--- config.mk ---
export PLATFORM = sky130hd
export DESIGN_NAME = rf_serial_top
export DESIGN_NICKNAME = d
export VERILOG_FILES = /design/src/rf_pkg.sv /design/src/rf_ram.sv /design/src/rf_read_sequencer.sv /design/src/rf_serial_top.sv /design/src/rf_write_packer.sv
export VERILOG_INCLUDE_DIRS = /design/src
export SDC_FILE = /design/constraint.sdc
export NUM_CORES = 1
export LEC_CHECK = 0
export ABC_AREA = 1
export BUFFER_PORTS_ARGS = -buffer_cell sky130_fd_sc_hd__buf_4
export CAP_MARGIN = 10
export CORE_UTILIZATION = 45
export DETAILED_ROUTE_END_ITERATION = 10
export SLEW_MARGIN = 25
export SYNTH_ARGS = -nofsm -noshare
export SYNTH_HDL_FRONTEND = slang
export SYNTH_SLANG_ARGS = --single-unit
--- constraint.sdc ---
create_clock -name i_clk -period 11.3 [get_ports i_clk]
set_clock_uncertainty 0.05 [all_clocks]
set_input_delay 1.695 -clock i_clk [delete_from_list [all_inputs] [get_ports i_clk]]
set_output_delay 1.695 -clock i_clk [all_outputs]
set_load 0.02 [all_outputs]
--- src/rf_defs.svh ---
`ifndef RF_DEFS_SVH
`define RF_DEFS_SVH

// 32 general registers plus 4 csr shadow slots
`define RF_NUM_REGS   36

// serial length of one register
`define RF_DATA_BITS  32

// width of one ram word
`define RF_WORD_BITS  2

// bit counter width for one register pass
`define RF_CNT_BITS   5

`define RF_SLOTS      (`RF_DATA_BITS / `RF_WORD_BITS)
`define RF_RAM_DEPTH  (`RF_NUM_REGS * `RF_SLOTS)

`endif

--- src/rf_pkg.sv ---
`include "rf_defs.svh"

package rf_pkg;

   typedef logic [$clog2(`RF_NUM_REGS)-1:0]  reg_idx_t;   // register index
   typedef logic [$clog2(`RF_SLOTS)-1:0]     slot_t;      // word slot inside a register
   typedef logic [$clog2(`RF_RAM_DEPTH)-1:0] ram_addr_t;  // register index above slot
   typedef logic [`RF_WORD_BITS-1:0]         ram_word_t;  // bit 0 is the even serial bit

   // one ram write per clock from the packer
   typedef struct packed {
      logic      en;
      ram_addr_t addr;
      ram_word_t data;
   } ram_wr_t;

   // one ram read per clock from the sequencer
   typedef struct packed {
      ram_addr_t addr;
   } ram_rd_t;

endpackage

--- src/rf_ram.sv ---
`timescale 1ns/100ps
`include "rf_defs.svh"

module rf_ram (
   input  logic              i_clk,
   input  rf_pkg::ram_wr_t   i_wr,
   input  rf_pkg::ram_rd_t   i_rd,
   output rf_pkg::ram_word_t o_rword
);
   import rf_pkg::*;

   // 16 two-bit slots per register
   ram_word_t mem [0:`RF_RAM_DEPTH-1];

   always_ff @(posedge i_clk) begin
      if (i_wr.en)
         mem[i_wr.addr] <= i_wr.data;
   end

   // registered read with one cycle from address to word
   always_ff @(posedge i_clk) begin
      o_rword <= mem[i_rd.addr];
   end

endmodule

--- src/rf_read_sequencer.sv ---
`timescale 1ns/100ps
`include "rf_defs.svh"

module rf_read_sequencer (
   input  logic              i_clk,
   input  logic              i_rst,
   input  logic              i_rreq,
   input  rf_pkg::reg_idx_t  i_rreg0,
   input  rf_pkg::reg_idx_t  i_rreg1,
   input  rf_pkg::ram_word_t i_rword,
   output rf_pkg::ram_rd_t   o_rd,
   output logic              o_rgnt,
   output logic              o_rdata0,
   output logic              o_rdata1
);
   import rf_pkg::*;

   logic [`RF_CNT_BITS-1:0] rcnt;
   logic                    rreq_r;
   logic                    rport;     // 0 addresses port 0 and 1 addresses port 1
   slot_t                   rslot;
   reg_idx_t                rreg;

   ram_word_t               rword0_r;  // port 0 word held for two bit times
   logic                    rdata1_r;  // upper bit of the port 1 word

   assign rslot = rcnt[`RF_CNT_BITS-1:1];
   assign rport = rcnt[0];
   assign rreg  = rport ? i_rreg1 : i_rreg0;

   assign o_rd.addr = {rreg, rslot};

   always_ff @(posedge i_clk) begin
      if (i_rst) begin
         rcnt   <= '0;
         rreq_r <= 1'b0;
         o_rgnt <= 1'b0;
      end else begin
         if (i_rreq)
            rcnt <= '0;                // a new request restarts the read pass
         else
            rcnt <= rcnt + 1'b1;
         rreq_r <= i_rreq;
         o_rgnt <= rreq_r;
      end
   end

   // the ram answers one cycle after the address
   // so the port 0 word arrives while rport is high
   always_ff @(posedge i_clk) begin
      if (rport)
         rword0_r <= i_rword;
      if (!rport)
         rdata1_r <= i_rword[1];
   end

   // port 0 shows its held word lower bit first
   assign o_rdata0 = rport ? rword0_r[1] : rword0_r[0];

   // port 1 takes the lower bit straight from the ram
   assign o_rdata1 = rport ? rdata1_r : i_rword[0];

endmodule

--- src/rf_serial_top.sv ---
`timescale 1ns/100ps

module rf_serial_top (
   input  logic             i_clk,
   input  logic             i_rst,
   input  logic             i_wreq,
   input  logic             i_rreq,
   output logic             o_rgnt,
   input  rf_pkg::reg_idx_t i_wreg0,
   input  rf_pkg::reg_idx_t i_wreg1,
   input  logic             i_wen0,
   input  logic             i_wen1,
   input  logic             i_wdata0,
   input  logic             i_wdata1,
   input  rf_pkg::reg_idx_t i_rreg0,
   input  rf_pkg::reg_idx_t i_rreg1,
   output logic             o_rdata0,
   output logic             o_rdata1
);
   import rf_pkg::*;

   ram_wr_t   ram_wr;    // packer to ram
   ram_rd_t   ram_rd;    // sequencer to ram
   ram_word_t ram_word;  // ram back to sequencer

   rf_write_packer u_packer (
      .i_clk    (i_clk),
      .i_rst    (i_rst),
      .i_wreq   (i_wreq),
      .i_wreg0  (i_wreg0),
      .i_wreg1  (i_wreg1),
      .i_wen0   (i_wen0),
      .i_wen1   (i_wen1),
      .i_wdata0 (i_wdata0),
      .i_wdata1 (i_wdata1),
      .o_wr     (ram_wr)
   );

   rf_read_sequencer u_sequencer (
      .i_clk    (i_clk),
      .i_rst    (i_rst),
      .i_rreq   (i_rreq),
      .i_rreg0  (i_rreg0),
      .i_rreg1  (i_rreg1),
      .i_rword  (ram_word),
      .o_rd     (ram_rd),
      .o_rgnt   (o_rgnt),
      .o_rdata0 (o_rdata0),
      .o_rdata1 (o_rdata1)
   );

   rf_ram u_ram (
      .i_clk    (i_clk),
      .i_wr     (ram_wr),
      .i_rd     (ram_rd),
      .o_rword  (ram_word)
   );

endmodule

--- src/rf_write_packer.sv ---
`timescale 1ns/100ps
`include "rf_defs.svh"

module rf_write_packer (
   input  logic             i_clk,
   input  logic             i_rst,
   input  logic             i_wreq,
   input  rf_pkg::reg_idx_t i_wreg0,
   input  rf_pkg::reg_idx_t i_wreg1,
   input  logic             i_wen0,
   input  logic             i_wen1,
   input  logic             i_wdata0,
   input  logic             i_wdata1,
   output rf_pkg::ram_wr_t  o_wr
);
   import rf_pkg::*;

   logic [`RF_CNT_BITS-1:0] wcnt;
   logic                    wgo;       // write window open
   logic                    wreq_r;
   logic                    wlast;
   logic                    wport;     // 0 selects port 0 and 1 selects port 1
   slot_t                   wslot;
   reg_idx_t                wreg;

   logic                    wen0_r;
   logic                    wen1_r;
   logic                    wdata0_r;
   logic                    wdata1_r;
   logic                    wdata1_2r; // port 1 lags a further cycle behind port 0

   assign wslot = wcnt[`RF_CNT_BITS-1:1];
   assign wport = wcnt[0];
   assign wlast = &wcnt;               // count 31 ends the window
   assign wreg  = wport ? i_wreg1 : i_wreg0;

   always_ff @(posedge i_clk) begin
      if (i_rst) begin
         wreq_r <= 1'b0;
         wgo    <= 1'b0;
         wcnt   <= '0;
      end else begin
         wreq_r <= i_wreq;
         if (wgo)
            wcnt <= wcnt + 1'b1;       // wraps back to zero after the last word
         if (wgo && wlast)
            wgo <= 1'b0;
         else if (wreq_r)
            wgo <= 1'b1;
      end
   end

   // serial delay lines for data and enables
   always_ff @(posedge i_clk) begin
      wen0_r    <= i_wen0;
      wen1_r    <= i_wen1;
      wdata0_r  <= i_wdata0;
      wdata1_r  <= i_wdata1;
      wdata1_2r <= wdata1_r;
   end

   // even counts carry port 0 and odd counts carry port 1
   always_comb begin
      o_wr.en   = wgo & (wport ? wen1_r : wen0_r);
      o_wr.addr = {wreg, wslot};
      if (wport)
         o_wr.data = {wdata1_r, wdata1_2r};
      else
         o_wr.data = {i_wdata0, wdata0_r};
   end

endmodule

==> flow_metrics.py <==
metrics = {
    "sta": {
        "finalSetupViolCount": 0,
        "timing.slew.headroom": 0.237,
        "timing.final.hold_violations": 0,
        "grt_setup_unrepaired": "no",
        "fin_setup_tns_ps": 0,
        "fin_crit_ps": 4840,
        "worstMarginPinSlew_ps": 1140,
        "slew_violations": 0,
        "min_period_over_period": 0.428,
        "clock.fmax_ghz": 0.207,
    },
    "cells_and_area": {
        "nets": 4510,
        "multi_input_area_um2": 13200,
        "drive_gt1_frac": 0.0734,
        "final_cells": 6056,
        "seqCellArea_um2": 35100,
        "areaGrowthSynthToFinish_pct": 10.4,
        "diodes": 0,
        "fillCellCount": 9782,
    },
    "setup_path": {
        "r2r_cells": 14,
        "arrival_ps": 5400,
        "worst_setup_path_start_kind": "flip-flop",
        "cp_max_fo": 70,
        "crit_required_ps": 11860,
        "endpoint_kind": "flip-flop",
        "path_class": "reg -> reg",
    },
    "pwr": {
        "ir_drop_v": 0.000143,
        "power_density_nw_per_um2": 167,
        "power.leakage_uw": 0.0183,
    },
    "die": {
        "dieArea_um2": 112000,
        "design.core.area_um2": 109000,
        "die_w_um": 335,
        "initial_core_util": 0.457,
        "die_h_um": 335,
        "ios": 35,
        "fp-row-count": 121,
    },
    "synth": {
        "yosysTopAreaCell": "edfxtp_1",
        "synthCells": 4594,
        "synth_commonest_cells": "edfxtp_1 (1155), nand2_1 (1134), nand3_1 (1018), nor2_1 (660), buf_2 (146)",
        "synth_edf_count": 1155,
        "ys_ff_latch": 1176,
        "syn_avg_cell_area_um2": 10.9,
        "yosysMostFrequentCell": "edfxtp_1",
        "synth_area_um2": 50000,
        "yosysSeqAreaShare": 0.702,
        "ys.flop_type": "edfxtp_1",
        "yosysWarnings": 0,
        "ys_types": 37,
        "synth_top_area_share": 0.694,
        "synth_nets": 4629,
        "synth-async-reset-ratio": 0,
        "yosys-top-cells-area": "edfxtp_1 (69%), nand3_1 (10%), nand2_1 (8.5%)",
    },
    "hold_path": {
        "min_path_type": "reg -> reg",
        "holdPathStages": 0,
    },
    "routing": {
        "avgViaCountPerCell": 5.69,
        "vias": 34400,
        "drc": 0,
        "drtPass1Iterations": 6,
        "post_drt_wl_per_cell_um": 22.8,
        "finalWirelength_mm": 138,
        "antenna_left": 0,
        "drtIter0Drc": 3924,
    },
    "global_route": {
        "grt_max_degree": 226,
        "track_usage": 0.244,
        "grt_first_pass_wirelength_mm": 205,
        "gr-total-overflow": 0,
        "antenna_found_initial": 1,
        "grt_pass1_vias": 33200,
    },
    "cts": {
        "cts_sinks": 1176,
        "path_clk_slew_ps": 60,
        "clock_path_buffers": 3,
        "cts_tree": "built",
        "clk_latency_ps": 720,
        "ctsHoldBuffers": 0,
        "cts_made_buffers": 119,
        "htreeDepth": 3,
        "cts_resized": 0,
        "cts_root_buf": "clkbuf_16",
        "post-cts-setup-buffer-count": 0,
    },
    "place": {
        "place_inst": 5828,
        "port_buffers": 34,
        "routabilityCongestion": 0.826,
        "dpl.hpwl_mm": 72.7,
    },
    "run_status": {
        "outcome": "completed",
    },
    "job": {
        "drv_cap": 0,
    },
}
[registers in the layout, summed over array words and instances (netlist names)]
signal                flops
u_packer.wdata1_2r        1
u_packer.wdata1_r         1
u_packer.wcnt             5
u_sequencer.rcnt          5
u_sequencer.rword0_r      2
u_packer.wgo              1
u_packer.wen0_r           1
u_sequencer.rdata1_r      1
u_sequencer.o_rgnt        1
u_packer.wen1_r           1
u_packer.wreq_r           1
u_ram.mem              1152
u_ram.o_rword             2
u_packer.wdata0_r         1
u_sequencer.rreq_r        1
[routing by layer]
metal | part of all wire | GRT usage | up-vias | wire, um
met1 | 0.42 | 0.336 | 17000 | 57700
li1 | - | - | 15800 | -
met4 | 0.030 | 0.0826 | 0 | 4120
met5 | 0 | 0 | - | 0
met3 | 0.083 | 0.0370 | 214 | 11400
met2 | 0.47 | 0.396 | 1408 | 64600
[placed cells by master (no fill, tap or decap), types with 4 or more instances in the layout]
cell type / Yosys / routed
clkbuf_16: 0 / 124
nand2_2: 1 / 7
nand3_1: 1018 / 1018
nor2_1: 660 / 660
edfxtp_1: 1155 / 1155
inv_1: 47 / 45
buf_12: 0 / 7
o22ai_1: 21 / 21
o221ai_1: 13 / 13
buf_4: 8 / 88
nor3_2: 6 / 6
nor2_2: 14 / 14
inv_2: 11 / 9
nand3_2: 13 / 11
clkbuf_1: 121 / 24
dfxtp_4: 0 / 4
clkinv_1: 4 / 37
o21ai_0: 84 / 84
nor3_1: 19 / 19
bufinv_16: 0 / 12
nand2_1: 1134 / 1126
o21ai_2: 4 / 4
clkbuf_8: 0 / 4
dfxtp_1: 21 / 17
clkinv_2: 0 / 23
a21oi_1: 6 / 6
[kinds of logic (layout without fill, tap and decap cells)]
group	after synthesis	in the layout	share of synthesized area
buf+inv	400	386	0.0345
mux	1	1	0.000200
fa+ha+maj	3	3	0.000751
compound gates	138	138	0.0161
flops	1176	1176	0.702
xor+xnor	1	1	0.000175
simple gates	2875	2875	0.246
[stage by stage]
step,setup slack [ps],hold slack [ps],total power [uW],area (um^2),utilization
after global placement,6590,297,5360,51200,0.468
after detailed placement,6580,304,5360,51200,0.468
after floorplan,1120,281,5280,50000,-
final,6460,307,9210,55200,0.504
after global routing,6240,319,9460,55200,0.504
after CTS,6560,312,9260,55100,0.504
[area by class of cell]
class | instances | area share
sequential | 1176 | 0.636
tap | 1476 | 0.0335
multi-input combinational | 3018 | 0.239
timing repair buffer | 97 | 0.0155
clock inverter | 74 | 0.0119
clock buffer | 152 | 0.0588
inverter | 63 | 0.00471
[report_power, final]
| part | internal (uW) | leakage [uW] | switching [uW] | total (uW) |
|---|---|---|---|---|
| Clock | 2290 | 0.00192 | 1650 | 3940 |
| Sequential | 4860 | 0.0106 | 6.08 | 4870 |
| Combinational | 77.0 | 0.00577 | 329 | 406 |
| Total | 7230 | 0.0183 | 1980 | 9210 |
[critical path, cell delays in order (launching register included)]
cell and delay, ps:
dfxtp_4 640, buf_4 670, buf_4 870, buf_4 760, nand3_1 160, nand3_1 130
nand3_1 180, nand3_1 210, nand2_1 80, nand2_1 60, nand3_1 310, nand3_1 190
nand3_1 110, nand3_1 140, nand2_1 60
[worst paths after layout]
kind              slack (ps)            endpoint                start
setup / recovery        6460    u_ram.o_rword[0]  u_sequencer.rcnt[2]
hold / removal           310  u_packer.wdata1_2r    u_packer.wdata1_r
setup reg to reg        6460    u_ram.o_rword[0]  u_sequencer.rcnt[2]
hold reg to reg          310  u_packer.wdata1_2r    u_packer.wdata1_r
Power figures use the tool's default switching activity.
